**src/common/aes_pkg.sv**
```systemverilog
package aes_pkg;

  // One AES state or key, byte 0 in the top byte as in FIPS-197
  typedef logic [127:0] aes_block_t;

  // Job controller states
  typedef enum logic [2:0] {
    AES_IDLE,
    AES_STARTING,
    AES_LOADING,
    AES_WORKING,
    AES_STORING,
    AES_FINISHED
  } aes_state_t;

  // Host register word offsets
  typedef enum logic [2:0] {
    REG_TRIGGER = 3'd0,
    REG_STATUS  = 3'd1,
    REG_SRC     = 3'd2,
    REG_DST     = 3'd3,
    REG_KEY0    = 3'd4,
    REG_KEY1    = 3'd5,
    REG_KEY2    = 3'd6,
    REG_KEY3    = 3'd7
  } aes_reg_t;

  typedef struct packed {
    logic load_start;
    logic store_start;
    logic capture;
  } ctrl_streamer_t;

  typedef struct packed {
    logic src_ready;
    logic sink_ready;
    logic load_done;
    logic store_done;
  } flags_streamer_t;

  typedef struct packed {
    logic clear;
    logic start;
    logic enable;
  } ctrl_engine_t;

  typedef struct packed {
    logic done;
  } flags_engine_t;

  typedef struct packed {
    logic done;
  } ctrl_slave_t;

  typedef struct packed {
    logic start;
  } flags_slave_t;

  // Job parameters as programmed by the host
  typedef struct packed {
    logic [31:0] src_addr;
    logic [31:0] dst_addr;
    aes_block_t  key;
  } ctrl_regfile_t;

endpackage

```
**src/hw/aes_fsm.sv**
```systemverilog
`timescale 1ns/1ps

module aes_fsm import aes_pkg::*; (
  input  logic            clk,
  input  logic            reset_n,
  output ctrl_streamer_t  streamer_ctrl_o,
  input  flags_streamer_t streamer_flags_i,
  output ctrl_engine_t    ctrl_engine_o,
  input  flags_engine_t   flags_engine_i,
  output ctrl_slave_t     slave_ctrl_o,
  input  flags_slave_t    slave_flags_i
);

  aes_state_t current_state;
  aes_state_t next_state;

  always_ff @(posedge clk or negedge reset_n) begin : fsm_seq
    if (!reset_n) begin
      current_state <= AES_IDLE;
    end else begin
      current_state <= next_state;
    end
  end

  always_comb begin : fsm_comb_next_state
    next_state = current_state;
    case (current_state)
      AES_IDLE: begin
        if (slave_flags_i.start) begin
          next_state = AES_STARTING;
        end
      end
      AES_STARTING: begin
        if (streamer_flags_i.src_ready && streamer_flags_i.sink_ready) begin
          next_state = AES_LOADING;
        end
      end
      AES_LOADING: begin
        if (streamer_flags_i.load_done) begin
          next_state = AES_WORKING;
        end
      end
      AES_WORKING: begin
        if (flags_engine_i.done) begin
          next_state = AES_STORING;
        end
      end
      AES_STORING: begin
        if (streamer_flags_i.store_done) begin
          next_state = AES_FINISHED;
        end
      end
      AES_FINISHED: begin
        next_state = AES_IDLE;
      end
      default: begin
        next_state = AES_IDLE;
      end
    endcase
  end

  // Outputs decoded per state, strobes only on the transition
  always_comb begin : fsm_comb_out
    ctrl_engine_o   = '0;
    streamer_ctrl_o = '0;
    slave_ctrl_o    = '0;
    case (current_state)
      AES_IDLE: begin
        ctrl_engine_o.clear = 1'b1;
      end
      AES_STARTING: begin
        if (streamer_flags_i.src_ready && streamer_flags_i.sink_ready) begin
          streamer_ctrl_o.load_start = 1'b1;
        end
      end
      AES_LOADING: begin
        if (streamer_flags_i.load_done) begin
          ctrl_engine_o.start  = 1'b1;
          ctrl_engine_o.enable = 1'b1;
        end
      end
      AES_WORKING: begin
        ctrl_engine_o.enable = 1'b1;
        // Grab the result as soon as the engine finishes
        if (flags_engine_i.done) begin
          streamer_ctrl_o.capture     = 1'b1;
          streamer_ctrl_o.store_start = 1'b1;
        end
      end
      AES_FINISHED: begin
        slave_ctrl_o.done = 1'b1;
      end
      default: ;
    endcase
  end

endmodule

```
**config.mk**
```make
export PLATFORM = sky130hd
export DESIGN_NAME = aes_fsm
export DESIGN_NICKNAME = d
export VERILOG_FILES = /design/src/common/aes_pkg.sv /design/src/hw/aes_fsm.sv
export SDC_FILE = /design/constraint.sdc
export NUM_CORES = 1
export LEC_CHECK = 0
export ABC_CLOCK_PERIOD_IN_PS = 1290
export BUFFER_PORTS_ARGS = -buffer_cell sky130_fd_sc_hd__buf_2
export CAP_MARGIN = 25
export CORE_AREA = 2 2 39 41
export DETAILED_ROUTE_END_ITERATION = 10
export DIE_AREA = 0 0 41 43
export PLACE_DENSITY = 0.45
export SETUP_SLACK_MARGIN = 0.3
export SLEW_MARGIN = 5
export SYNTH_ARGS = -nofsm -noshare
export SYNTH_HDL_FRONTEND = slang
export SYNTH_SLANG_ARGS = --single-unit
```
**constraint.sdc**
```tcl
create_clock -name clk -period 1.29 [get_ports clk]
set_input_delay 0.1935 -clock clk [delete_from_list [all_inputs] [get_ports clk]]
set_output_delay 0.1935 -clock clk [all_outputs]
set_load 0.03 [all_outputs]
```
==> metrics <==
status finished, violations left; failing checks setup timing; Final Critical Period 1.44 ns; Final Hold Vio Count 0; Rows 14; layout cells sized above 1 0.772; WL/cell 9.44 µm; antenna viol nets, final 0; Yosys warning count 0; DR iter-0 viols 0; via total after detailed routing 308; Area Overhead vs Synth 155%; setup ws final -0.154 ns; worst min path class input pin to async pin; pins over their slew limit 0; worst-margin pin slew 0.170 ns; CP Launch Type flip-flop; total power 1440 µW; CP arrival 1.25 ns; Reg clk slew, reported paths 0.04 ns; Crit-path slowest cell dfrtp_1; Die Span X 41 µm; Fmax 692 MHz; total track usage 0.0975; Most flops, register current_state; WL final 689 µm; Pwr Density 2520 nW/µm²; worst skew pair latency 0.23 ns; Post-Syn Area 224 µm²; Seq cells post-synth 3; clock skew 0.00361 ns; cell count after synthesis 28; Critical Path Max Stage Delay 0.39 ns; worst path cell trace or2b_4, nor3b_4, buf_6; Synth area leader dfrtp_1; CTS tree yes; Final setup violation count 8; CTS root buf clkbuf_4; Die Y 43 µm; routability cong. 0.652; WS Path Type flip-flop to primary output; Largest regs current_state (3); worst-path maximum fanout 4; number of buffers added on ports 14; die footprint 1760 µm²; vias in the first global route 274; hpwl dp 468 µm; Critical Path End Type primary output; Yosys cell types 17; initial core utilization 0.162; Clock Path Buffers 2; largest net degree at the start of global routing 7; max-cap viol count 0; Leakage Power 0.000265 µW; Num CTS Buffers 3; fraction of registers with async set/reset 1.00; first-pass GRT wire length 1.11 mm; io pins 15; antenna cells 0; Tcrit/Tclk final 1.12; synth top area cells dfrtp_1 34%, nor3b_1 10%, nor2_1 8.4%; dpl ws -0.0346 ns; DRC viols 0; initial antenna violation count 0; Sink Count 3; Main synth FF type dfrtp_1; Vias/cell 4.22; post-synth top area share 0.335; CP required 1.10 ns; NumNets Final 66; core footprint 1380 µm²; Post-Syn Area per Cell 8.00 µm²; post-synthesis sequential area ratio 0.335; syn_nets 36; max reg flops 3; drt first pass iters 1; RSZ-0062 raised after global routing true; Slew headroom 0.886; top post-synthesis cells by count 5 x nor2_1, 3 x dfrtp_1, 3 x nor3_1, 3 x nor3b_1, 2 x nand2_1; most frequent cell after synthesis nor2_1; H-Tree Depth 1; Peak supply drop 756 µV; gr ovfl total 0; number of synthesized flops with an enable pin 0
[critical path, delay by kind of cell (launching register included)]
family                 cells  cell delay, ns
DFF                        1            0.39
and+or+nand+nor            2            0.48
buffers and inverters      1            0.15
[layout by cell type (no fill, tap or decap), types with 2 or more instances in the layout]
master     n
buf_6     11
buf_2      7
buf_4      7
clkbuf_4   3
nor2_2     2
nor3_4     2
nand2_1    2
nor2_4     2
nor3b_1    2
dfrtp_1    2
[metrics by stage]
| stage | cells | setup TNS (ns) | util | instance area [µm²] | hold WS, ns |
|---|---|---|---|---|---|
| 2_1_floorplan | 28 | -0.119 | - | 280 | -0.102 |
| 3_3_place_gp | 62 | -0.0304 | 0.284 | 393 | -0.00385 |
| 3_5_place_dp | 62 | -0.0381 | 0.284 | 393 | -0.00481 |
| 4_1_cts | 71 | -0.823 | 0.383 | 531 | 0.277 |
| 5_1_grt | 73 | -1.13 | 0.413 | 572 | 0.282 |
| 6_report | 73 | -0.793 | 0.413 | 572 | 0.285 |
[where the power goes]
part	switching, µW	total (µW)	internal [µW]
clock	49.3	165	116
sequential	47.4	189	142
combinational	502	1090	583
[routing by layer]
metal | GRT usage | wire length, µm | up-vias
met5 | 0 | 0 | -
met4 | 0.0800 | 9 | 0
met3 | 0.0471 | 31 | 2
met2 | 0.134 | 363 | 10
met1 | 0.106 | 285 | 142
li1 | - | - | 154
[timing repair]
| item | CTS | global route |
|---|---|---|
| pin swaps | 6 | 5 |
| setup endpoints to repair | 10 | 10 |
| buffers inserted | 4 | 2 |
| hold buffers | 1 | 0 |
| resized for setup | 19 | 6 |
| endpoints found under the hold margin | 3 | 0 |
[cell type report]
cell class	count	area (µm²)
Inverter	1	3.75
Clock buffer	4	26.3
Fill cell	139	812
Tap cell	16	20.0
Multi-Input combinational cell	22	204
Timing Repair Buffer	27	241
Sequential cell	3	76.3
[cells by family after synthesis]
| kind of cell | after synthesis | share of synthesized area |
|---|---|---|
| buf+inv | 3 | 0.0726 |
| mux | 1 | 0.0447 |
| compound gates | 2 | 0.0559 |
| flops | 3 | 0.335 |
| simple gates | 19 | 0.492 |
[final timing paths]
check | start | endpoint | slack [ns] | cells past startpoint
worst max-delay path | current_state[2] | ctrl_engine_o[1] | -0.15 | 3
worst min-delay path | reset_n | current_state[2] | 0.29 | 2
worst max register to register | current_state[2] | current_state[0] | -0.15 | 5
worst min register to register | current_state[2] | current_state[1] | 0.68 | 3
max in group asynchronous | reset_n | current_state[0] | 0.89 | 2
min in group clk | slave_flags_i | current_state[0] | 0.39 | 3
No activity file was read; power rests on OpenSTA's default activity.
