--- src/common/aes_pkg.sv ---
package aes_pkg;

  // One AES state or key, byte 0 in the top byte as in FIPS-197
  typedef logic [127:0] aes_block_t;

  // Job controller states
  typedef enum logic [2:0] {
    AES_IDLE,
    AES_STARTING,
    AES_LOADING,
    AES_WORKING,
    AES_STORING,
    AES_FINISHED
  } aes_state_t;

  // Host register word offsets
  typedef enum logic [2:0] {
    REG_TRIGGER = 3'd0,
    REG_STATUS  = 3'd1,
    REG_SRC     = 3'd2,
    REG_DST     = 3'd3,
    REG_KEY0    = 3'd4,
    REG_KEY1    = 3'd5,
    REG_KEY2    = 3'd6,
    REG_KEY3    = 3'd7
  } aes_reg_t;

  typedef struct packed {
    logic load_start;
    logic store_start;
    logic capture;
  } ctrl_streamer_t;

  typedef struct packed {
    logic src_ready;
    logic sink_ready;
    logic load_done;
    logic store_done;
  } flags_streamer_t;

  typedef struct packed {
    logic clear;
    logic start;
    logic enable;
  } ctrl_engine_t;

  typedef struct packed {
    logic done;
  } flags_engine_t;

  typedef struct packed {
    logic done;
  } ctrl_slave_t;

  typedef struct packed {
    logic start;
  } flags_slave_t;

  // Job parameters as programmed by the host
  typedef struct packed {
    logic [31:0] src_addr;
    logic [31:0] dst_addr;
    aes_block_t  key;
  } ctrl_regfile_t;

endpackage

--- src/hw/aes_regfile.sv ---
`timescale 1ns/1ps

module aes_regfile import aes_pkg::*; (
  input  logic          clk,
  input  logic          reset_n,
  input  logic          cfg_we_i,
  input  logic [2:0]    cfg_addr_i,
  input  logic [31:0]   cfg_wdata_i,
  output logic [31:0]   cfg_rdata_o,
  input  ctrl_slave_t   slave_ctrl_i,
  output flags_slave_t  slave_flags_o,
  output ctrl_regfile_t reg_file_o
);

  aes_reg_t    reg_sel;
  logic        trigger;
  logic        busy_q;
  logic        start_q;
  logic [31:0] src_q;
  logic [31:0] dst_q;
  logic [31:0] key_q [4];

  assign reg_sel = aes_reg_t'(cfg_addr_i);

  // A trigger only counts while no job is running
  assign trigger = cfg_we_i && (reg_sel == REG_TRIGGER) && !busy_q;

  always_ff @(posedge clk or negedge reset_n) begin
    if (!reset_n) begin
      busy_q  <= 1'b0;
      start_q <= 1'b0;
    end else begin
      start_q <= trigger;
      if (trigger) begin
        busy_q <= 1'b1;
      end else if (slave_ctrl_i.done) begin
        busy_q <= 1'b0;
      end
    end
  end

  always_ff @(posedge clk) begin
    if (cfg_we_i) begin
      case (reg_sel)
        REG_SRC: src_q <= cfg_wdata_i;
        REG_DST: dst_q <= cfg_wdata_i;
        REG_KEY0, REG_KEY1, REG_KEY2, REG_KEY3: key_q[cfg_addr_i[1:0]] <= cfg_wdata_i;
        default: ;
      endcase
    end
  end

  // Host read path, purely combinational
  always_comb begin
    case (reg_sel)
      REG_TRIGGER: cfg_rdata_o = '0;
      REG_STATUS:  cfg_rdata_o = {31'b0, busy_q};
      REG_SRC:     cfg_rdata_o = src_q;
      REG_DST:     cfg_rdata_o = dst_q;
      REG_KEY0, REG_KEY1, REG_KEY2, REG_KEY3: cfg_rdata_o = key_q[cfg_addr_i[1:0]];
      default:     cfg_rdata_o = '0;
    endcase
  end

  assign slave_flags_o.start = start_q;

  assign reg_file_o.src_addr = src_q;
  assign reg_file_o.dst_addr = dst_q;
  // KEY0 holds the most significant word
  assign reg_file_o.key      = {key_q[0], key_q[1], key_q[2], key_q[3]};

endmodule

--- config.mk ---
export PLATFORM = sky130hd
export DESIGN_NAME = aes_regfile
export DESIGN_NICKNAME = d
export VERILOG_FILES = /design/src/common/aes_pkg.sv /design/src/hw/aes_regfile.sv
export SDC_FILE = /design/constraint.sdc
export NUM_CORES = 1
export LEC_CHECK = 0
export BUFFER_PORTS_ARGS = -buffer_cell sky130_fd_sc_hd__buf_2
export CAP_MARGIN = 15
export CORE_MARGIN = 8
export CORE_UTILIZATION = 47
export CTS_BUF_LIST = sky130_fd_sc_hd__clkbuf_2
export DETAILED_ROUTE_END_ITERATION = 7
export GPL_ROUTABILITY_DRIVEN = 0
export GPL_TIMING_DRIVEN = 0
export PLACE_DENSITY = 0.82
export SLEW_MARGIN = 25
export SYNTH_ARGS = -nofsm -noshare
export SYNTH_HDL_FRONTEND = slang
export SYNTH_SLANG_ARGS = --single-unit
--- constraint.sdc ---
create_clock -name clk -period 0.99 [get_ports clk]
set_clock_uncertainty 0.15 [all_clocks]
set_input_delay 0.0495 -clock clk [delete_from_list [all_inputs] [get_ports clk]]
set_output_delay 0.0495 -clock clk [all_outputs]
set_load 0.03 [all_outputs]
==> results.tsv, run 1 <==
metric	value	unit
post-route fraction of the period consumed by the critical path	214	%
final slew viol count	0	
antenna viol nets, final	0	
Net Count, Synth	434	
IO Pins	264	
Tightest Hold Check Type	input pin to flip-flop	
remaining design rule violation count	0	
leakage power	5.27	nW
net count of the finished layout	899	
area of the mapped netlist	0.00754	sq mm
clock transition at the register clock pins on the worst setup and hold paths after CTS	260	ps
global-route wire length before repair	38.2	mm
critical path launch point type	flip-flop	
proportion of layout cells with a drive suffix above 1	53.6	%
number of instances in the synthesized netlist	395	
worst slew margin relative to its limit	50.1	%
power per cell area	1270	mW/mm^2
HPWL after detailed placement	15.8	mm
number of maximum-capacitance violations	0	
Data required, critical path	790	ps
data arrival time of the critical path	1920	ps
Critical R2R Capture	busy_q	
via total after detailed routing	5980	
cell depth of the worst min-delay path	3	
Sink Count	194	
final setup violating endpoints	441	
effective utilization at floorplan	47.8	%
highest attainable clock frequency	471	MHz
die outline width	143	um
measured slew at the worst slew-check pin	748	ps
pin count of the biggest net entering global routing	18	
minimum setup slack in the final design	-1130	ps
TritonCTS buffer count	17	
number of antenna violations at the first check in global routing	0	
Final Hold Violating Endpoints	104	
run status	finished, violations left	
sequential share of the synthesized area	77.2	%
1st-pass router iterations	4	
worst hold margin	-318	ps
depth of the worst register-to-register path	2	
Syn. warnings	0	
antenna diode instance count	0	
Avg WL per Cell	26.5	um
clock network latency to the later pin of the worst-skew pair	720	ps
die boundary height	143	um
flop2flop setup slack	-140	ps
Placed Cells	881	
Die Area	0.0203	sq mm
Worst Hold End	slave_flags_o	
final core occ	81.3	%
TritonCTS clock tree	done	
per-cell via count in the routed design	5.50	
total detailed-routing wirelength	28.8	mm
Critical Path End Type	primary output	
total grt overflow	0	
violations in the final reports	negative hold slack, negative setup slack	
Min-Delay Startpoint	cfg_we_i	
unrepaired setup endpoints after global routing	yes	
Site Rows	46	
classification of the worst setup path	flip-flop to primary output	
CORE AREA	0.0158	sq mm
final critical-path required period	2120	ps
count of different cell masters after synthesis	25	
number of flip-flops and latches in the synthesized netlist	194	
Bufs on Longest Clock Path	2	
maximum VDD drop	1100	uV
depth of the CTS H-tree	4	
buffers added on ports	261	
post-synthesis average cell area	19.1	sq um
synth-to-layout area growth	70.2	%
via count of the first global-routing pass	6215	
worst-path fanout max	2	
non-filler instance count after layout	1088	
total track usage	25.6	%
setup TNS	-169240	ps
starting DRC count in detailed routing	441	
startpoint of the worst register-to-register path	busy_q	
buffer type at the clock tree root	clkbuf_2	
registers in the layout, summed over array words and instances (netlist names):
register / flops
src_q: 32
key_q: 128
dst_q: 32
busy_q: 1
slave_flags_o: 1
cell usage after synthesis, drive strengths merged:
cell type	number	share of area (%)
mux2i	93	12
o22ai	1	0.083
dfrtp	2	0.66
buf	18	2.5
clkbuf	4	0.25
nor4	1	0.28
nand2b	4	0.33
o22a	31	3.6
a21o	1	0.10
inv	2	0.10
a21oi	1	0.066
o21ai	31	2.1
mux2	3	0.45
nor3b	1	0.10
nand2	4	0.20
nor3	1	0.066
edfxtp	192	77
nor2	4	0.20
a31oi	1	0.083
layout by cell type, fill, tap and decap left out, drive strengths merged:
| master | n |
|---|---|
| nor3b | 1 |
| o22a | 31 |
| bufinv | 1 |
| nor4 | 1 |
| clkinv | 7 |
| mux2i | 93 |
| a31oi | 1 |
| dlygate4sd3 | 71 |
| buf | 392 |
| clkinvlp | 3 |
| nor3 | 1 |
| clkbuf | 24 |
| edfxtp | 192 |
| mux2 | 3 |
| dlymetal6s2s | 1 |
| nand2 | 4 |
| dfrtp | 2 |
| nand2b | 4 |
| a21oi | 1 |
| o21ai | 31 |
| inv | 2 |
| nor2 | 4 |
| o22ai | 1 |
| a21o | 1 |
per-stage QoR:
step / area (sq um) / hold slack [ps] / worst slack, ps / total power [mW]
2_1_floorplan: 7750 / -396 / -889 / 11.1
3_3_place_gp: 9330 / -315 / -1720 / 11.8
3_5_place_dp: 9500 / -315 / -954 / 11.9
4_1_cts: 12000 / -350 / -1100 / 15.9
5_1_grt: 12800 / -400 / -1280 / 16.8
6_report: 12800 / -318 / -1130 / 16.3
kinds of logic (layout without fill, tap and decap cells):
kind of cell	after synthesis	after routing	synth area share, %
AO/OA/AOI/OAI	66	66	5.99
buffers and inverters	24	501	2.86
flip-flops	194	194	77.2
multiplexers	96	96	12.8
AND/OR/NAND/NOR	15	15	1.18
area by class of cell:
cell class	instances	area [sq um]
clock inverters	11	91.3
repair buffers	446	4590
inverters	2	7.51
flip-flops and latches	194	5820
plain buffers	22	231
multi-input cells	177	1710
well taps	216	270
clock buffers	20	100
fillers	765	2950
where the power goes:
part           switching [mW]  internal [mW]  total [mW]
combinational            1.79           1.48        3.27
clock                    2.67          0.890        3.56
sequential              0.190           9.31        9.50
routing by layer:
metal | GRT usage (%) | wire, um | vias to the layer above | part of all wire (%)
li1 | - | - | 2522 | -
met1 | 26.7 | 10000 | 3054 | 35
met2 | 45.7 | 15500 | 346 | 54
met3 | 8.01 | 2490 | 58 | 8.6
met4 | 12.4 | 843 | 0 | 2.9
met5 | 0 | 0 | - | 0
critical path, stage by stage, from the launching register on:
cell      delay [ps]
edfxtp_1         490
mux2i_1          250
o22a_1           210
o21ai_2           80
buf_6            160
repair_timing:
action | 4_1_cts | 5_1_grt
hold buffers | 72 | 1
endpoints found under the hold margin | 388 | 194
cloned | 0 | 0
pin swaps | 32 | 1
setup endpoints to repair | 313 | 419
resized for setup | 375 | 133
buffers inserted | 50 | 71
worst max-delay path by stage:
stage	start	to	cells past startpoint
floorplan	cfg_addr_i[0]	key_q[1][0]	4
global placement	cfg_addr_i[0]	key_q[1][8]	4
detailed placement	cfg_addr_i[0]	key_q[3][14]	6
CTS	key_q[0][0]	cfg_rdata_o[0]	4
global route	key_q[3][11]	cfg_rdata_o[11]	4
finish	key_q[3][11]	cfg_rdata_o[11]	4
Power figures use the tool's default switching activity.
==> run 2: changes to the inputs <==
--- a/config.mk
+++ b/config.mk
@@ -5,15 +5,18 @@
 export SDC_FILE = /design/constraint.sdc
 export NUM_CORES = 1
 export LEC_CHECK = 0
+export ABC_AREA = 1
 export BUFFER_PORTS_ARGS = -buffer_cell sky130_fd_sc_hd__buf_2
 export CAP_MARGIN = 15
+export CELL_PAD_IN_SITES_DETAIL_PLACEMENT = 0
+export CELL_PAD_IN_SITES_GLOBAL_PLACEMENT = 1
 export CORE_MARGIN = 8
-export CORE_UTILIZATION = 47
+export CORE_UTILIZATION = 36
 export CTS_BUF_LIST = sky130_fd_sc_hd__clkbuf_2
 export DETAILED_ROUTE_END_ITERATION = 7
 export GPL_ROUTABILITY_DRIVEN = 0
 export GPL_TIMING_DRIVEN = 0
-export PLACE_DENSITY = 0.82
+export PLACE_DENSITY = 0.81
 export SLEW_MARGIN = 25
 export SYNTH_ARGS = -nofsm -noshare
 export SYNTH_HDL_FRONTEND = slang
==> run 2 against run 1 <==
Against the previous run: the run still ends with negative hold slack, negative setup slack left; synthesized cell count grew 77%; sequential power is essentially flat; sequential share of layout area shrank 2.2 points; routed wire length grew 1.5%; register-to-register slack gained 210 ps; final cell count grew 34%; hold slack gained 220 ps; fmax grew 6.8%; clock power grew 9.0%; critical endpoint is now cfg_rdata_o[26]; highest routed layer unchanged.
==> results.tsv, run 2 <==
metric	value	unit
number of antenna violations at the first check in global routing	0	
leakage power	5.97	nW
Avg WL per Cell	20.1	um
Data required, critical path	790	ps
number of maximum-capacitance violations	0	
per-cell via count in the routed design	4.69	
buffer type at the clock tree root	clkbuf_2	
number of instances in the synthesized netlist	698	
Final Hold Violating Endpoints	40	
synth-to-layout area growth	71.7	%
worst slew margin relative to its limit	43.0	%
highest signal layer in the routed design	met4	
starting DRC count in detailed routing	350	
Bufs on Longest Clock Path	2	
via total after detailed routing	6829	
most frequent cells in the layout	287 x nand2_1, 250 x buf_6, 192 x edfxtp_1	
remaining design rule violation count	0	
total track usage	20.5	%
sequential share of the synthesized area	74.1	%
classification of the worst setup path	flip-flop to primary output	
met2 wirelength from detailed routing	15.2	mm
critical path cell sequence	nand2_1, nand2_1, nand2_1, nand2_1, nand2_2, nand2_4, buf_6	
critical path launch point type	flip-flop	
FFs w/ async S/R, synth	1.03	%
unrepaired setup endpoints after global routing	yes	
Net Count, Synth	737	
IO Pins	264	
max FFs per register	128	
Top cell by count, worst path	nand2_1	
TritonCTS buffer count	17	
max incr delay on CP	500	ps
pin count of the biggest net entering global routing	18	
clock transition at the register clock pins on the worst setup and hold paths after CTS	300	ps
leading cell type in the layout, fill and taps excluded	nand2_1	
violations in the final reports	negative hold slack, negative setup slack	
total grt overflow	0	
1st-pass router iterations	5	
die boundary height	164	um
HPWL after detailed placement	18.7	mm
effective utilization at floorplan	36.3	%
proportion of layout cells with a drive suffix above 1	46.6	%
worst-path fanout max	2	
antenna diode instance count	0	
area of the mapped netlist	0.00785	sq mm
measured slew at the worst slew-check pin	855	ps
most numerous cell in the Yosys netlist	nand2_1	
setup TNS	-175560	ps
Tightest Hold Check Type	input pin to flip-flop	
dominant cell type by area after synthesis	edfxtp_1	
clock network latency to the later pin of the worst-skew pair	730	ps
net count of the finished layout	1203	
post-route fraction of the period consumed by the critical path	201	%
count of different cell masters after synthesis	20	
Site Rows	54	
placed instance area	0.0103	sq mm
post-synthesis average cell area	11.2	sq um
number of inserted filler cells in the final layout	1662	
cell area after layout	0.0135	sq mm
synth cell count leaders	356 x nand2_1, 192 x edfxtp_1, 38 x nor2_1	
run status	finished, violations left	
die outline width	164	um
met3 wire length	2.36	mm
total detailed-routing wirelength	29.3	mm
Post-synth EDFFs	192	
final setup violating endpoints	456	
primary flip-flop cell chosen by synthesis mapping	edfxtp_1	
Sink Count	194	
via count of the first global-routing pass	6988	
power per cell area	1240	mW/mm^2
top cell type's share of synthesized area	73.5	%
final slew viol count	0	
data arrival time of the critical path	1790	ps
met1 wire length	11.1	mm
Critical Path End Type	primary output	
Syn. warnings	0	
antenna viol nets, final	0	
most area-consuming cells after synthesis	edfxtp_1 73%, nand2_1 17%, a21oi_1 2.0%, nor2_1 1.8%, inv_1 1.7%	
final critical-path required period	1990	ps
placement-stage worst setup slack	-943	ps
worst-path cell with the longest stage delay	edfxtp_1	
global-route wire length before repair	41.1	mm
number of flip-flops and latches in the synthesized netlist	194	
maximum VDD drop	817	uV
highest attainable clock frequency	503	MHz
TritonCTS clock tree	done	
worst hold margin	-98.2	ps
CORE AREA	0.0216	sq mm
depth of the CTS H-tree	4	
Die Area	0.0268	sq mm
minimum setup slack in the final design	-998	ps
buffers added on ports	261	
[run 2: cell count changes after synthesis, sizes merged, moves of 2 or more]
cell	previous run	this run
a21oi	1	31
buf	18	29
inv	2	38
mux2	3	0
mux2i	93	0
nand2	4	356
nand2b	4	0
nand3	0	2
nor2	4	38
nor3	1	4
o21ai	31	1
o22a	31	0
[run 2: routing by layer]
| layer | GRT usage, % | vias to the layer above |
|---|---|---|
| met1 | 23.3 | 3306 |
| met5 | 0 | - |
| met3 | 6.68 | 42 |
| met2 | 36.2 | 266 |
| met4 | 6.24 | 0 |
| li1 | - | 3215 |
[run 2: cell type report]
type | instances | area [sq um] | area share, %
tap | 280 | 350 | 2.60
buffer | 32 | 268 | 1.99
inverter | 38 | 150 | 1.11
clock buffer | 20 | 100 | 0.743
sequential | 194 | 5820 | 43.2
timing repair buffer | 447 | 4430 | 32.8
clock inverter | 12 | 126 | 0.938
multi-input combinational | 434 | 2240 | 16.6
[run 2: path summary, 6_finish.rpt]
path,from,endpoint,slack (ps),cells past startpoint
setup / recovery,key_q[0][26],cfg_rdata_o[26],-1000,7
hold / removal,cfg_addr_i[0],key_q[2][21],-100,5
setup reg to reg,busy_q,busy_q,70,3
hold reg to reg,busy_q,busy_q,440,2
max in group asynchronous,reset_n,busy_q,40,4
min in group asynchronous,reset_n,slave_flags_o,520,4
[run 2: where the power goes]
part | total (mW) | switching (mW) | internal [mW]
Combinational | 3.38 | 1.96 | 1.42
Clock | 3.88 | 2.89 | 0.992
Sequential | 9.48 | 0.167 | 9.31
[run 2: cells by family after synthesis]
kind of cell           Yosys count  synth area share, %
AOI/OAI and AO/OA               32                 2.04
buffers and inverters           70                 4.27
and+or+nand+nor                402                 19.6
DFF                            194                 74.1
[run 2: timing repair]
item / 4_1_cts / 5_1_grt
hold buffers: 72 / 3
endpoints found under the hold margin: 379 / 179
setup buffers: 57 / 65
pin swaps: 74 / 32
cloned: 0 / 1
setup endpoints to repair: 282 / 385
resized for setup: 367 / 115
[run 2: metrics by stage]
stage | util (%) | power (mW) | instances
3_3_place_gp | 46.6 | 12.0 | 1239
6_report | 62.3 | 16.7 | 1457
4_1_cts | 59.2 | 16.6 | 1413
5_1_grt | 62.3 | 17.3 | 1457
2_1_floorplan | - | 11.2 | 698
3_5_place_dp | 47.6 | 12.1 | 1252
[run 2: worst max-delay path, delay by kind of cell (launching register included)]
kind,cells,cell delay [ps]
flip-flops,1,500
AND/OR/NAND/NOR,6,390
buffers and inverters,1,140
