`src/common/aes_pkg.sv`:
```
package aes_pkg;

  // One AES state or key, byte 0 in the top byte as in FIPS-197
  typedef logic [127:0] aes_block_t;

  // Job controller states
  typedef enum logic [2:0] {
    AES_IDLE,
    AES_STARTING,
    AES_LOADING,
    AES_WORKING,
    AES_STORING,
    AES_FINISHED
  } aes_state_t;

  // Host register word offsets
  typedef enum logic [2:0] {
    REG_TRIGGER = 3'd0,
    REG_STATUS  = 3'd1,
    REG_SRC     = 3'd2,
    REG_DST     = 3'd3,
    REG_KEY0    = 3'd4,
    REG_KEY1    = 3'd5,
    REG_KEY2    = 3'd6,
    REG_KEY3    = 3'd7
  } aes_reg_t;

  typedef struct packed {
    logic load_start;
    logic store_start;
    logic capture;
  } ctrl_streamer_t;

  typedef struct packed {
    logic src_ready;
    logic sink_ready;
    logic load_done;
    logic store_done;
  } flags_streamer_t;

  typedef struct packed {
    logic clear;
    logic start;
    logic enable;
  } ctrl_engine_t;

  typedef struct packed {
    logic done;
  } flags_engine_t;

  typedef struct packed {
    logic done;
  } ctrl_slave_t;

  typedef struct packed {
    logic start;
  } flags_slave_t;

  // Job parameters as programmed by the host
  typedef struct packed {
    logic [31:0] src_addr;
    logic [31:0] dst_addr;
    aes_block_t  key;
  } ctrl_regfile_t;

endpackage

```
`src/common/aes_mem_if.sv`:
```
`timescale 1ns/1ps

// Word-wide memory port, one-cycle read latency and no stall
interface aes_mem_if #(
  parameter int ADDR_WIDTH = 16
) ();

  logic                  req;
  logic                  we;
  logic [ADDR_WIDTH-1:0] addr;
  logic [31:0]           wdata;
  logic [31:0]           rdata;

  modport streamer (
    output req,
    output we,
    output addr,
    output wdata,
    input  rdata
  );

  modport top (
    input  req,
    input  we,
    input  addr,
    input  wdata,
    output rdata
  );

endinterface

```
`src/hw/aes_streamer.sv`:
```
`timescale 1ns/1ps

module aes_streamer import aes_pkg::*; #(
  parameter int ADDR_WIDTH = 16
) (
  input  logic            clk,
  input  logic            reset_n,
  input  ctrl_streamer_t  streamer_ctrl_i,
  output flags_streamer_t streamer_flags_o,
  input  ctrl_regfile_t   reg_file_i,
  aes_mem_if.streamer     mem,
  output aes_block_t      plaintext_o,
  input  aes_block_t      ciphertext_i
);

  typedef enum logic [1:0] {
    STR_IDLE,
    STR_LOAD,
    STR_STORE
  } str_state_t;

  str_state_t            state_q;
  logic [1:0]            word_cnt_q;
  logic [ADDR_WIDTH-1:0] addr_q;
  logic                  last_word;
  logic                  rd_valid_q;
  logic                  rd_last_q;
  logic                  load_done_q;
  logic                  store_done_q;
  aes_block_t            plain_q;
  aes_block_t            cipher_q;

  assign last_word = (word_cnt_q == 2'd3);

  always_ff @(posedge clk or negedge reset_n) begin
    if (!reset_n) begin
      state_q      <= STR_IDLE;
      word_cnt_q   <= '0;
      addr_q       <= '0;
      rd_valid_q   <= 1'b0;
      rd_last_q    <= 1'b0;
      load_done_q  <= 1'b0;
      store_done_q <= 1'b0;
    end else begin
      // Read data shows up one cycle behind the request
      rd_valid_q   <= (state_q == STR_LOAD);
      rd_last_q    <= (state_q == STR_LOAD) && last_word;
      load_done_q  <= rd_last_q;
      store_done_q <= (state_q == STR_STORE) && last_word;
      case (state_q)
        STR_IDLE: begin
          word_cnt_q <= '0;
          if (streamer_ctrl_i.load_start) begin
            state_q <= STR_LOAD;
            addr_q  <= reg_file_i.src_addr[ADDR_WIDTH-1:0];
          end else if (streamer_ctrl_i.store_start) begin
            state_q <= STR_STORE;
            addr_q  <= reg_file_i.dst_addr[ADDR_WIDTH-1:0];
          end
        end
        STR_LOAD, STR_STORE: begin
          addr_q     <= addr_q + ADDR_WIDTH'(1);
          word_cnt_q <= word_cnt_q + 2'd1;
          if (last_word) begin
            state_q <= STR_IDLE;
          end
        end
        default: begin
          state_q <= STR_IDLE;
        end
      endcase
    end
  end

  // First word ends up in the top of the block
  always_ff @(posedge clk) begin
    if (rd_valid_q) begin
      plain_q <= {plain_q[95:0], mem.rdata};
    end
    if (streamer_ctrl_i.capture) begin
      cipher_q <= ciphertext_i;
    end else if (state_q == STR_STORE) begin
      cipher_q <= {cipher_q[95:0], 32'h0};
    end
  end

  assign mem.req   = (state_q != STR_IDLE);
  assign mem.we    = (state_q == STR_STORE);
  assign mem.addr  = addr_q;
  assign mem.wdata = cipher_q[127:96];

  assign plaintext_o = plain_q;

  assign streamer_flags_o.src_ready  = (state_q != STR_LOAD) && !rd_valid_q;
  assign streamer_flags_o.sink_ready = (state_q != STR_STORE);
  assign streamer_flags_o.load_done  = load_done_q;
  assign streamer_flags_o.store_done = store_done_q;

endmodule

```
`src/flat_wrapper.sv`:
```
// flat-port wrapper written by rule: the top's interface ports become plain ports
module aes_streamer_flat import aes_pkg::*;
#(
  parameter int ADDR_WIDTH = 16
)
  (clk, reset_n, streamer_ctrl_i, streamer_flags_o, reg_file_i, plaintext_o, ciphertext_i, mem_req, mem_we, mem_addr, mem_wdata, mem_rdata);
  aes_mem_if #(.ADDR_WIDTH(ADDR_WIDTH)) mem_i ();
  input  logic clk;
  input  logic reset_n;
  input  ctrl_streamer_t streamer_ctrl_i;
  output flags_streamer_t streamer_flags_o;
  input  ctrl_regfile_t reg_file_i;
  output aes_block_t plaintext_o;
  input  aes_block_t ciphertext_i;
  output wire logic [$bits(mem_i.req)-1:0] mem_req;
  output wire logic [$bits(mem_i.we)-1:0] mem_we;
  output wire logic [$bits(mem_i.addr)-1:0] mem_addr;
  output wire logic [$bits(mem_i.wdata)-1:0] mem_wdata;
  input wire logic [$bits(mem_i.rdata)-1:0] mem_rdata;
  assign mem_req = mem_i.req;
  assign mem_we = mem_i.we;
  assign mem_addr = mem_i.addr;
  assign mem_wdata = mem_i.wdata;
  assign mem_i.rdata = mem_rdata;
  aes_streamer #(.ADDR_WIDTH(ADDR_WIDTH)) u_core (.clk(clk), .reset_n(reset_n), .streamer_ctrl_i(streamer_ctrl_i), .streamer_flags_o(streamer_flags_o), .reg_file_i(reg_file_i), .mem(mem_i), .plaintext_o(plaintext_o), .ciphertext_i(ciphertext_i));
endmodule
```
`config.mk`:
```
export PLATFORM = sky130hd
export DESIGN_NAME = aes_streamer_flat
export DESIGN_NICKNAME = d
export VERILOG_FILES = /design/src/common/aes_pkg.sv /design/src/common/aes_mem_if.sv /design/src/hw/aes_streamer.sv /design/src/flat_wrapper.sv
export SDC_FILE = /design/constraint.sdc
export NUM_CORES = 1
export LEC_CHECK = 0
export BUFFER_PORTS_ARGS = -buffer_cell sky130_fd_sc_hd__buf_4
export CELL_PAD_IN_SITES_DETAIL_PLACEMENT = 0
export CELL_PAD_IN_SITES_GLOBAL_PLACEMENT = 1
export CORE_AREA = 4 4 208 210
export CTS_CLUSTER_DIAMETER = 80
export DETAILED_ROUTE_END_ITERATION = 10
export DIE_AREA = 0 0 212 214
export GPL_ROUTABILITY_DRIVEN = 0
export PLACE_DENSITY = 0.58
export SYNTH_ARGS = -nofsm -noshare
export SYNTH_HDL_FRONTEND = slang
export SYNTH_SLANG_ARGS = --single-unit
export TNS_END_PERCENT = 100
```
`constraint.sdc`:
```
create_clock -name clk -period 4.99 [get_ports clk]
set_clock_uncertainty 0.1 [all_clocks]
set_input_delay 0.499 -clock clk [delete_from_list [all_inputs] [get_ports clk]]
set_output_delay 0.499 -clock clk [all_outputs]
set_load 0.01 [all_outputs]
```
==> results.md, run 1 <==
- Once detail routing completed, the nets flagged for antenna violations numbered 0.
- The critical path startpoint category is a flop.
- Once the floorplan was initialized, standard cells occupied around a quarter of the core.
- For this block, the initial DRC count from the detailed router was roughly 430.
- The floorplan die width is about 210 um.
- The number of max-slew violations in the final report is 0.
- The pin count of the biggest net entering global routing is 83.
- The latest clock arrival within the worst-skew pair is ~520 ps.
- The number of flops mapped to enable cells by yosys is between 200 and 300.
- The synthesized instance count is about 610.
- Derived from the worst setup path, the maximum achievable clock frequency is between 400 and 500 MHz.
- The signal on the critical path passes through nor2_1, buf_4.
- The proportion of register bits with asynchronous set or reset after synthesis is between 8 and 9%.
- Summed over all nets, the half-perimeter wirelength after detailed placement is ~20000 um.
- The clock edge transition at the registers on the reported setup and hold paths is about 60 ps.
- STA classifies the critical path endpoint as an output port.
- The cell area after synthesis is ~0.011 mm2.
- The final number of hold-violating endpoints is 0.
- The tool flagged a number of max-cap violations equal to 0.
- The first global-routing pass estimated 40740 um of wire.
- The number of buffers added on ports is 378.
- The number of nets in the final layout is ~1300.
- Synthesis instantiated 46 different standard cells from the library.
- At the worst endpoint, the required time is 4390 ps.
- The cell type with the largest total area after synthesis is edfxtp_1.
- The count of cells in the finished layout, fillers not included, comes to between 1500 and 2000.
- Once the clock tree was built, the resizer swapped 0 gates to a different size.
- The met1 wire length is approximately 11000 um.
- The critical path is of the flop to output port type.
- The final critical-path share of the clock period is 50.01%.
- The uppermost layer routed is met5.
- The area growth from synthesis to layout is 39.28%.
- The net count after synthesis is 970.
- The data arrival time at the worst-slack endpoint is 1900 ps.
- The minimum setup slack in the final design is between 2000 and 2500 ps.
- CTS placed an instance of clkbuf_16 at the clock tree root.
- The area enclosed by the die boundary is roughly 0.045 mm2.
- The total CTS buffers is 34.
- The number of endpoints failing setup at the final stage is 0.
- On the worst path, the slowest cell contributes a delay of roughly 1100 ps.
- The portion of synthesized cell area occupied by the leading cell type is approximately 70%.
- The highest-delay cell along the critical path is dfrtp_4.
- The total negative setup slack is 0 ps.
- The count of TritonRoute iterations in the first routing pass is 4.
- The worst pin sits at a relative slew slack of 30.20%.
- For this run, the leading register cell type out of synthesis is edfxtp_1.
- The vertical extent of the die is about 210 um.
- The run finished with clean final reports.
- The average via count per standard cell is about 4.2.
- The post-detailed-placement cell area is roughly 0.014 mm2.
- The length of routed met3 wiring is 2722 um.
- The number of placed instances, taps included is roughly 1500.
- The minimum period implied by the final worst setup slack is 2496 ps.
- The H-tree level count is 2.
- The post-route netlist has between 50 and 60% of its cells at a drive strength greater than 1.
- The repair_antennas step left the layout with diodes totalling 0.
- The min-delay analysis places its worst path in the category input port to flop.
- The overall overflow remaining after global route is 0.
- The region available for standard cell placement spans 0.04157 mm2.
- The number of synthesized register bits is 280.
- TritonCTS built the clock tree.
- In the post-synthesis netlist, the biggest area contributors are edfxtp_1 70%, mux2_2 11%, dfrtp_1 5.5%.
- Global routing used between 10% and 20% of the available tracks.
- Before CTS, the worst setup slack after placement is 2382 ps.
- The share of the Yosys chip area taken by registers is approximately 76%.
- In this run the deepest clock path goes through 3 buffers.
- At the pin with the least slew margin, the transition time is roughly 1000 ps.
- The number of antenna violations at the first check in global routing came to 2.
- The synthesis warning total is 0.
- Power spread over the standard cell area amounts to approximately 540 mW/mm2.
- A synthesized cell averages 17.97 um2.
- In the final routed layout, each cell accounts on average for 18.21 um.
- The finished layout cell area is around 0.015 mm2.
- The analysis attributes to cell leakage a power of 0.005986 uW.
- During I/O placement, the number of pins put on the boundary was about 540.
- The met2 layer wire length in the routed design is ~13000 um.
- The number of global-route vias before repair is approximately 6500.
- The floorplan row count is 75.
- The number of setup buffers added after CTS is 0.
- The peak fanout along the critical path is approximately 80.
- The number of remaining DRC errors is 0.
- Buffers inserted to repair hold after CTS numbered 1.
- Setup repair after global routing left no endpoint under its margin.
- The worst voltage drop across the vdd grid is approximately 0.00021 V.
- Wires add up to between 20000 and 30000 um.
- The via total after detailed routing is 6421.
- The TritonCTS sink count is 280.
## state kept, by name, summed over array words and instances, names as in the netlist
signal / flops
u_core.rd_last_q: 1
u_core.plaintext_o: 128
u_core.cipher_q: 128
u_core.store_done_q: 1
u_core.word_cnt_q: 2
u_core.state_q: 2
u_core.mem.addr: 16
u_core.rd_valid_q: 1
u_core.load_done_q: 1
## per-stage QoR
stage | hold slack (ps) | total power (uW) | util, %
6_report | 52.94 | 8170 | 36.54
5_1_grt | 6.972 | 8627 | 36.54
3_3_place_gp | 232.5 | 5788 | 33.86
4_1_cts | 4.134 | 8334 | 36.54
3_5_place_dp | 240.1 | 5816 | 33.86
2_1_floorplan | 103.4 | 4834 | -
## where the power goes
part	switching [uW]	leakage, uW	internal, uW	total (uW)
combinational	973	0.00267	913	1890
clock	954	0.000537	1500	2450
sequential	409	0.00278	3420	3830
## kinds of logic after synthesis
family	count (synthesis)	share of synthesized area (%)
flip-flops	280	76.00
multiplexers	111	11.37
AND/OR/NAND/NOR	94	5.106
buffers and inverters	66	3.889
AO/OA/AOI/OAI	50	2.949
adder cells (fa/ha/maj)	6	0.6884
## cell usage in the layout, fill, tap and decap left out, types with 2 or more instances in the layout
master and count:
inv_1 6, nand2_1 16, nor4_1 5, nand3b_1 2, nor2_1 3, mux2i_1 8, buf_4 385, clkinv_2 4
bufinv_16 4, o22ai_1 5, a2bb2oi_1 4, edfxtp_1 256, clkinvlp_4 2, and3_1 3, clkinv_1 6, clkinv_4 2
a21oi_1 14, dfrtp_1 23, nand4_1 5, clkbuf_16 35, nand3_1 10, nand2b_1 2, nor2b_1 2, o21ai_0 14
nor3_1 3, mux2_2 103, clkbuf_1 3, ha_1 6, and2_1 34, a22o_1 2
## layout make-up
| class | instances | area [um2] |
|---|---|---|
| clock buffer | 39 | 900.9 |
| clock inverter | 19 | 203.9 |
| fill | 3953 | 26380 |
| inverter | 6 | 22.52 |
| multi-input combinational | 261 | 2196 |
| sequential | 280 | 8292 |
| tap | 539 | 674.4 |
| timing repair buffer | 386 | 2900 |
## layer usage
| layer | global-route usage (%) | up-vias |
|---|---|---|
| li1 | - | 3026 |
| met1 | 14.41 | 3068 |
| met2 | 18.64 | 276 |
| met3 | 4.584 | 49 |
| met4 | 4.128 | 2 |
| met5 | 0 | - |
## critical path: cells and delay by family (launching register included)
kind / cells / cell delay (ps)
buffers and inverters: 1 / 190
flip-flops: 1 / 1090
AND/OR/NAND/NOR: 1 / 90
## path summary, 6_finish.rpt
| kind | depth (start not counted) | from | to | slack (ps) |
|---|---|---|---|---|
| max | 2 | u_core.rd_valid_q$_DFF_PN0_ | streamer_flags_o[3] | 2490 |
| min | 1 | mem_rdata[14] | u_core.plaintext_o[14]$_DFFE_PP_ | 50 |
| max reg2reg | 4 | u_core.state_q[0]$_DFFE_PN0P_ | u_core.cipher_q[123]$_DFFE_PP_ | 2510 |
| min reg2reg | 0 | u_core.rd_last_q$_DFF_PN0_ | u_core.load_done_q$_DFF_PN0_ | 250 |
| max in group asynchronous | 2 | reset_n | u_core.rd_valid_q$_DFF_PN0_ | 4160 |
| min in group asynchronous | 2 | reset_n | u_core.store_done_q$_DFF_PN0_ | 340 |
## synth_stat cells (6+ instances only)
cell and instances:
a21oi_1 14, clkbuf_1 11, inv_1 6, mux2_2 103, nand2_1 16, o21ai_0 14
buf_4 36, edfxtp_1 256, ha_1 6, dfrtp_1 24, mux2i_1 8, buf_2 9
nand3_1 10, and2_1 34
Note: power is estimated with default switching activity, not from simulation.
==> run 2: changes to the inputs <==
--- a/config.mk
+++ b/config.mk
@@ -5,15 +5,16 @@
 export SDC_FILE = /design/constraint.sdc
 export NUM_CORES = 1
 export LEC_CHECK = 0
+export ABC_AREA = 1
 export BUFFER_PORTS_ARGS = -buffer_cell sky130_fd_sc_hd__buf_4
 export CELL_PAD_IN_SITES_DETAIL_PLACEMENT = 0
 export CELL_PAD_IN_SITES_GLOBAL_PLACEMENT = 1
-export CORE_AREA = 4 4 208 210
+export CORE_AREA = 4 4 209 211
 export CTS_CLUSTER_DIAMETER = 80
 export DETAILED_ROUTE_END_ITERATION = 10
-export DIE_AREA = 0 0 212 214
+export DIE_AREA = 0 0 213 215
 export GPL_ROUTABILITY_DRIVEN = 0
-export PLACE_DENSITY = 0.58
+export PLACE_DENSITY = 0.61
 export SYNTH_ARGS = -nofsm -noshare
 export SYNTH_HDL_FRONTEND = slang
 export SYNTH_SLANG_ARGS = --single-unit
==> constraint.sdc (replaced) <==
create_clock -name clk -period 2.4 [get_ports clk]
set_clock_uncertainty 0.1 [all_clocks]
set_input_delay 0.24 -clock clk [delete_from_list [all_inputs] [get_ports clk]]
set_output_delay 0.24 -clock clk [all_outputs]
set_load 0.01 [all_outputs]
==> results.md, run 2 <==
- The flow ran to the end, and the final reports show no timing, DRC or antenna violations.
- The multi-input logic area is 0.002158 mm2 (-1.7%).
- The total CTS buffers came to 34 (unchanged).
- The core box area came to 0.04176 mm2 (+0.45%).
- The number of endpoints failing setup at the final stage came to 0 (unchanged).
- The overall overflow remaining after global route is 0 (unchanged).
- The average via count per standard cell is 4.117 (-1.9%).
- The floorplan row count is 75 (unchanged).
- CTS placed an instance of clkbuf_16 at the clock tree root.
- The number of buffers on the longest clock path is 3 (unchanged).
- The proportion of register bits with asynchronous set or reset after synthesis was 8.571% (unchanged).
- The sequential area share after synthesis is 74.75% (-1.2 points).
- The dominant synthesized flop cell is edfxtp_1.
- Subtracting the final worst setup slack from the clock period gives 2127 ps.
- The vertical extent of the die is 215 um (+0.47%).
- The largest total area in the synthesized netlist belongs to edfxtp_1.
- The number of placed instances, taps included is 1777 (+21%).
- The synthesis warning total came to 0 (unchanged).
- The pin count of the biggest net entering global routing is 129 (+55%).
- The fill cell total of the finished layout is 3967 (+0.35%).
- The number of DRC violations after detailed-routing iteration 0 is 450 (+5.9%).
- The total global-route track usage is 13.48% (+1.8 points).
- The via total after detailed routing is 8258 (+29%).
- The critical path in this run is classified as flop to flop.
- The per-instance average area after synthesis is 12.16 um2 (-32%).
- The worst register-to-register path ends at u_core.mem.addr[5]$_DFFE_PN0P_.
- The length in cells of the worst reg-to-reg path is 7 (+3).
- In the synthesized netlist, the cells that appear most often are 353 x nand2_1, 256 x edfxtp_1, 61 x nor2_1, 56 x inv_1, 36 x buf_4.
- The sequential cell area in the final layout is 0.008292 mm2 (unchanged).
- The area enclosed by the die boundary is 0.04580 mm2 (+0.94%).
- The number of flops mapped to enable cells by yosys is 256 (unchanged).
- The critical path starts at u_core.state_q[0]$_DFFE_PN0P_.
- The most common cell after layout, fill and taps aside is buf_4.
- The transition time at the pin with the least slew margin was 653.4 ps (-393.6 ps).
- The count of nets left with antenna violations after detail routing is 0 (unchanged).
- The peak fanout along the critical path came to 20 (-76%).
- The TritonCTS sink count is 280 (unchanged).
- Leaving out fill and tap cells, the most frequent cells in the layout are 388 x buf_4, 352 x nand2_1, 256 x edfxtp_1, 169 x dlygate4sd3_1, 61 x nor2_1.
- The worst max-slew margin expressed relative to the limit is 56.39% (+26 points).
- The share of final-layout standard cells stronger than drive strength 1 was 31.24% (-24 points).
- The data arrival time at the worst-slack endpoint was 2480 ps (+580 ps).
- The final critical path takes up between 80% and 90% of the cycle.
- The area growth from synthesis to layout is 54.52%.
- The setup slack of the worst register-to-register path came to 270 ps (-2240 ps).
- The wire length reported by the detailed router is 32000 um (+15%).
- By area the synthesized netlist is led by edfxtp_1 69%, nand2_1 12%, dfrtp_1 5.4%.
- The ratio of total power to cell area is 984.4 mW/mm2 (+83%).
- The final cell count without fillers is 2006 (+31%).
- The clock edge transition at the registers on the reported setup and hold paths came to 60 ps (about the same).
- The worst register-to-register path begins at u_core.state_q[0]$_DFFE_PN0P_.
- For this run, the top clock speed supported by timing is about 470 MHz.
- The leakage power is 0.007606 uW (+27%).
- The portion of synthesized cell area occupied by the leading cell type is 69.34% (-1.2 points).
- The number of synthesized register bits is 280 (unchanged).
- The count of TritonRoute iterations in the first routing pass is 4 (unchanged).
- The synthesized instance count is 912 (+50%).
- The hold buffer count at cts is 169 (+168).
- The most frequent cell after synthesis is nand2_1.
- The worst voltage drop across the vdd grid was 0.0004055 V (+94%).
- TritonCTS built the clock tree.
- The number of setup buffers added after CTS is 0 (unchanged).
- The wire length of the first global-routing pass is 48400 um (+19%).
- The number of buffers added on ports is 378 (unchanged).
- STA classifies the critical path startpoint as a flop.
- In this run the worst setup path terminates at u_core.mem.addr[5]$_DFFE_PN0P_.
- The starting density of the core came to 26.55% (+0.32 points).
- Setup repair after global routing left no endpoint under its margin.
- The max-cap violation count is 0 (unchanged).
- The number of remaining DRC errors is 0 (unchanged).
- The number of antenna violations at the first check in global routing is 1 (-1).
- The HPWL after detailed placement came to 22320 um (+11%).
- The number of different library cells in the post-synthesis netlist was 34 (-26%).
- The min-delay analysis places its worst path in the category input port to flop.
- The number of nets in the final layout is 1806 (+36%).
- The required time reported for the critical path endpoint came to 2750 ps (-1640 ps).
- The number of global-route vias before repair came to 8395 (+28%).
- The mean routed wirelength per cell is 15.95 um (-12%).
- The number of top-level pins came to 539 (unchanged).
- The number of max-slew violations in the final report is 0 (unchanged).
- The end-of-flow core utilization is 41.02% (+4.5 points).
- The H-tree level count is 2 (unchanged).
- The cell area after synthesis is 0.01109 mm2 (+1.7%).
- STA classifies the critical path endpoint as a flop.
- The net count after synthesis is 1275 (+31%).
- The latest clock arrival within the worst-skew pair is 540 ps (+20 ps).
- The floorplan die width is 213 um (+0.47%).
- The number of cells upsized or downsized after cts is 0 (unchanged).
- The total negative setup slack is 0 ps (unchanged).
- The final number of hold-violating endpoints is 0 (unchanged).
run 2: changes by cell type after synthesis, moves of 5 or more:
cell	delta
nand3_1	+5
nor4_1	-5
and2_1	-33
o21ai_0	+7
inv_1	+50
mux2_2	-103
nor2_1	+58
mux2i_1	-8
nand2_1	+337
nand2_2	+5
buf_2	+8
run 2: worst max-delay path: stages (launching register included):
cell and delay, ps:
dfrtp_1 410, inv_1 80, ha_1 310, inv_1 490, o21ai_0 250, nor2_1 210, nor2_1 60, a21oi_1 140
run 2: kinds of logic (layout without fill, tap and decap cells):
family | after synthesis | in the layout | synth area share (%)
flops | 280 | 280 | 74.75
fa+ha+maj | 6 | 6 | 0.6771
compound gates | 55 | 55 | 2.742
simple gates | 444 | 444 | 15.82
buf+inv | 126 | 680 | 5.925
xor+xnor | 1 | 1 | 0.07901
other cells | 0 | 1 | 0
run 2: stage by stage:
| step | total power [uW] | setup WS (ps) | hold WS [ps] | cell area, um2 |
|---|---|---|---|---|
| after floorplan | 9821 | 106.1 | -155.6 | 11100 |
| after global placement | 11830 | 307.6 | 71.50 | 14370 |
| after detailed placement | 11890 | 277.9 | 70.31 | 14370 |
| after CTS | 17180 | 238.7 | 0.9354 | 17130 |
| after global routing | 17890 | 104.3 | 37.81 | 17130 |
| final | 16860 | 273.1 | 29.68 | 17130 |
run 2: where the power goes:
group	leakage [uW]	internal, uW	switching [uW]	total [uW]
clock	0.000512	2920	2040	4960
sequential	0.00279	6920	622	7550
combinational	0.00430	1930	2430	4360
run 2: metal layers:
| layer | wire, um | global-route usage, % | share of wire, % |
|---|---|---|---|
| met2 | 15410 | 22.60 | 48 |
| met3 | 2659 | 4.565 | 8.3 |
| met5 | 0 | 0 | 0 |
| met4 | 661 | 3.715 | 2.1 |
| met1 | 13260 | 16.61 | 41 |
run 2: worst min path at each step:
stage                         start                         endpoint  slack (ps)  depth (start not counted)
floorplan                   reset_n     u_core.load_done_q$_DFF_PN0_        -160                          0
global placement            reset_n   u_core.mem.addr[7]$_DFFE_PN0P_          70                          1
detailed placement          reset_n   u_core.mem.addr[7]$_DFFE_PN0P_          70                          1
CTS                 reg_file_i[142]  u_core.mem.addr[14]$_DFFE_PN0P_         0.9                          5
global route        reg_file_i[142]  u_core.mem.addr[14]$_DFFE_PN0P_          40                          5
finish              reg_file_i[162]   u_core.mem.addr[2]$_DFFE_PN0P_          30                          5
run 2: cell type report:
class	count	share of cell area, %
Tap cell	539	3.937
Antenna cell	1	0.01461
Clock buffer	43	5.288
Multi-Input combinational cell	506	12.60
Sequential cell	280	48.40
Clock inverter	16	0.9714
Timing Repair Buffer	562	27.46
Inverter	59	1.329
==> run 3: changes to the inputs <==
--- a/config.mk
+++ b/config.mk
@@ -15,6 +15,7 @@
 export DIE_AREA = 0 0 213 215
 export GPL_ROUTABILITY_DRIVEN = 0
 export PLACE_DENSITY = 0.61
+export RECOVER_POWER = 100
 export SYNTH_ARGS = -nofsm -noshare
 export SYNTH_HDL_FRONTEND = slang
 export SYNTH_SLANG_ARGS = --single-unit
==> results.md, run 3 (synthesis results as in run 2) <==
- The final reports fail on capacitance limit, slew limit.
- The floorplan die width is 213 um (unchanged).
- The leakage power is 0.006895 uW (-9.3%).
- The final number of hold-violating endpoints came to 0 (unchanged).
- The ratio of total power to cell area is 992.4 mW/mm2 (+0.81%).
- The run finished, with violations left.
- The final critical-path share of the clock period is 91.02% (+2.4 points).
- The total CTS buffers is 34 (unchanged).
- The HPWL after detailed placement is 22320 um (unchanged).
- The worst-case hold path end point is u_core.mem.addr[2]$_DFFE_PN0P_.
- The worst hold path startpoint is reg_file_i[162].
- The fmax was 457.8 MHz (-2.6%).
- The count of nets left with antenna violations after detail routing is 0 (unchanged).
- The average via count per standard cell is 4.113 (about the same).
- The part of the total power dissipated in the clock network is 30.5% (+1.1 points).
- Grouping stages by cell kind, the critical path spends the most delay in flip-flops.
- The via total after detailed routing is 8250 (-0.097%).
- The max-cap violation count is 1 (+1).
- The length in cells of the worst reg-to-reg path is 1 (-6).
- The wire length of the first global-routing pass is 48400 um (unchanged).
- The capture instance of the worst register-to-register path is u_core.plaintext_o[19]$_DFFE_PP_.
- The sequential power share is 46.4% (+1.7 points).
- The number of buffers added on ports is 378 (unchanged).
- The delay of the slowest cell on the worst path came to 870 ps (+380 ps).
- The core box area is 0.04176 mm2 (unchanged).
- The net load switching power is 5071 uW (-0.48%).
- In this run the critical register-to-register path is launched from u_core.rd_valid_q$_DFF_PN0_.
- The TritonCTS sink count was 280 (unchanged).
- The number of DRC violations after detailed-routing iteration 0 is 487 (+8.2%).
- The pin count of the biggest net entering global routing is 129 (unchanged).
- The most common cell after layout, fill and taps aside is nand2_1.
- The critical path starts at u_core.rd_valid_q$_DFF_PN0_.
- The number of buffer and inverter stages on the critical path came to 1 (-1).
- The number of endpoints failing setup at the final stage is 0 (unchanged).
- The share of total power consumed by net switching is 31.23% (+1.0 points).
- The clock tree root buffer cell is clkbuf_16.
- The peak fanout along the critical path is 66 (+230%).
- The vertical extent of the die is 215 um (unchanged).
- The area enclosed by the die boundary is 0.04580 mm2 (unchanged).
- The total global-route track usage is 13.48% (unchanged).
- The number of antenna violations at the first check in global routing is 1 (unchanged).
- The worst setup path is captured at a flop.
- The final-layout worst hold slack was 29.27 ps (-0.4066 ps).
- The required time reported for the critical path endpoint is 2460 ps (-290 ps).
- The overall overflow remaining after global route came to 0 (unchanged).
- The setup slack of the worst register-to-register path is 220 ps (-60 ps).
- The path category of the worst min-delay check is input port to flop.
- The H-tree level count is 2 (unchanged).
- The wire length reported by the detailed router is 32290 um (+0.92%).
- The minimum period implied by the final worst setup slack came to 2184 ps (+57.62 ps).
- The latest clock arrival within the worst-skew pair is 540 ps (about the same).
- The number of nets in the final layout was 1806 (unchanged).
- The number of cells on the critical path is 1 (-6).
- The layout overhead on the synthesized area is 47.58%.
- The clock edge transition at the registers on the reported setup and hold paths is 60 ps (about the same).
- The minimum setup slack after placement is 277.9 ps (unchanged).
- Traced cell by cell, the critical path runs through buf_4.
- The number of max-slew violations in the final report is 45 (+45).
- The worst voltage drop across the vdd grid was 0.0004049 V (-0.13%).
- The critical path is of the flop to flop type.
- The number of setup buffers added after CTS is 0 (unchanged).
- The number of top-level pins is 539 (unchanged).
- The internal cell power came to 11170 uW (-5.1%).
- The minimum setup slack in the final design came to 215.5 ps (-57.62 ps).
- The starting density of the core is 26.55% (unchanged).
- The number of buffers on the longest clock path is 3 (unchanged).
- The data arrival time at the worst-slack endpoint is 2240 ps (-240 ps).
- TritonCTS built the clock tree.
- The logic gate share of total power is 23.1% (-2.8 points).
- The overall power was 16240 uW (-3.7%).
- The worst max-slew margin expressed relative to the limit was -23.48% (-80 points).
- The count of TritonRoute iterations in the first routing pass is 4 (unchanged).
- The critical path startpoint category is a flop.
- The cell depth of the worst hold path is 5 (unchanged).
- The transition time at the pin with the least slew margin is 1852 ps (+1199 ps).
- The fill cell total of the finished layout is 4137 (+4.3%).
- In the layout the commonest cells are 352 x nand2_1, 256 x edfxtp_1, 196 x clkbuf_1, 169 x dlygate4sd3_1, 127 x buf_4.
- Among all stages on the critical path, the largest delay is contributed by dfrtp_1.
- The share of final-layout standard cells stronger than drive strength 1 is 18.28% (-13 points).
- The floorplan row count is 75 (unchanged).
- The number of global-route vias before repair came to 8395 (unchanged).
- The total negative setup slack is 0 ps (unchanged).
- The mean routed wirelength per cell was 16.10 um (+0.92%).
- Setup repair after global routing left no endpoint under its margin.
- The number of remaining DRC errors is 0 (unchanged).
[run 3: how the worst max path moves through the flow]
stage	to	slack (ps)
final	u_core.plaintext_o[19]$_DFFE_PP_	220
after global routing	u_core.plaintext_o[13]$_DFFE_PP_	80
after CTS	u_core.mem.addr[6]$_DFFE_PN0P_	240
after detailed placement	u_core.mem.addr[6]$_DFFE_PN0P_	280
after global placement	u_core.mem.addr[6]$_DFFE_PN0P_	310
after floorplan	streamer_flags_o[3]	110
[run 3: area by class of cell]
class / count / area [um2] / share of cell area (%)
clock buffers: 43 / 905.9 / 5.536
repair buffers: 562 / 3951 / 24.15
well taps: 539 / 674.4 / 4.122
diodes: 1 / 2.502 / 0.01529
multi-input cells: 506 / 2146 / 13.11
flip-flops and latches: 280 / 8288 / 50.65
inverters: 59 / 227.7 / 1.392
clock inverters: 16 / 166.4 / 1.017
[run 3: per-stage QoR]
stage / area [um2] / utilization [%] / std cells
finish: 16360 / 39.18 / 2006
global route: 16360 / 39.18 / 2006
CTS: 17130 / 41.02 / 2005
detailed placement: 14370 / 34.40 / 1777
global placement: 14370 / 34.40 / 1777
floorplan: 11100 / - / 912
[run 3: routing by layer]
| metal | wire (um) | global-route usage (%) | up-vias |
|---|---|---|---|
| met4 | 672 | 3.715 | 0 |
| li1 | - | - | 4067 |
| met5 | 0 | 0 | - |
| met3 | 2785 | 4.565 | 47 |
| met2 | 15380 | 22.60 | 263 |
| met1 | 13450 | 16.61 | 3873 |
[run 3: repair_timing]
action | CTS | global route
endpoints found under the hold margin | 192 | 0
gates resized for setup | 0 | 0
hold buffers | 169 | 0
[run 3: power by group through the flow]
stage / combinational, uW / clock (uW) / sequential [uW]
global route: 4220 / 5370 / 7680
global placement: 4210 / 0 / 7620
finish: 3750 / 4960 / 7530
detailed placement: 4230 / 0 / 7660
CTS: 4470 / 5140 / 7570
floorplan: 1910 / 0 / 7910
[run 3: worst min-delay path, stage by stage]
cell,delay [ps]
buf_4,80
o21ai_0,80
o22ai_1,110
nand2_1,60
nand2_1,50
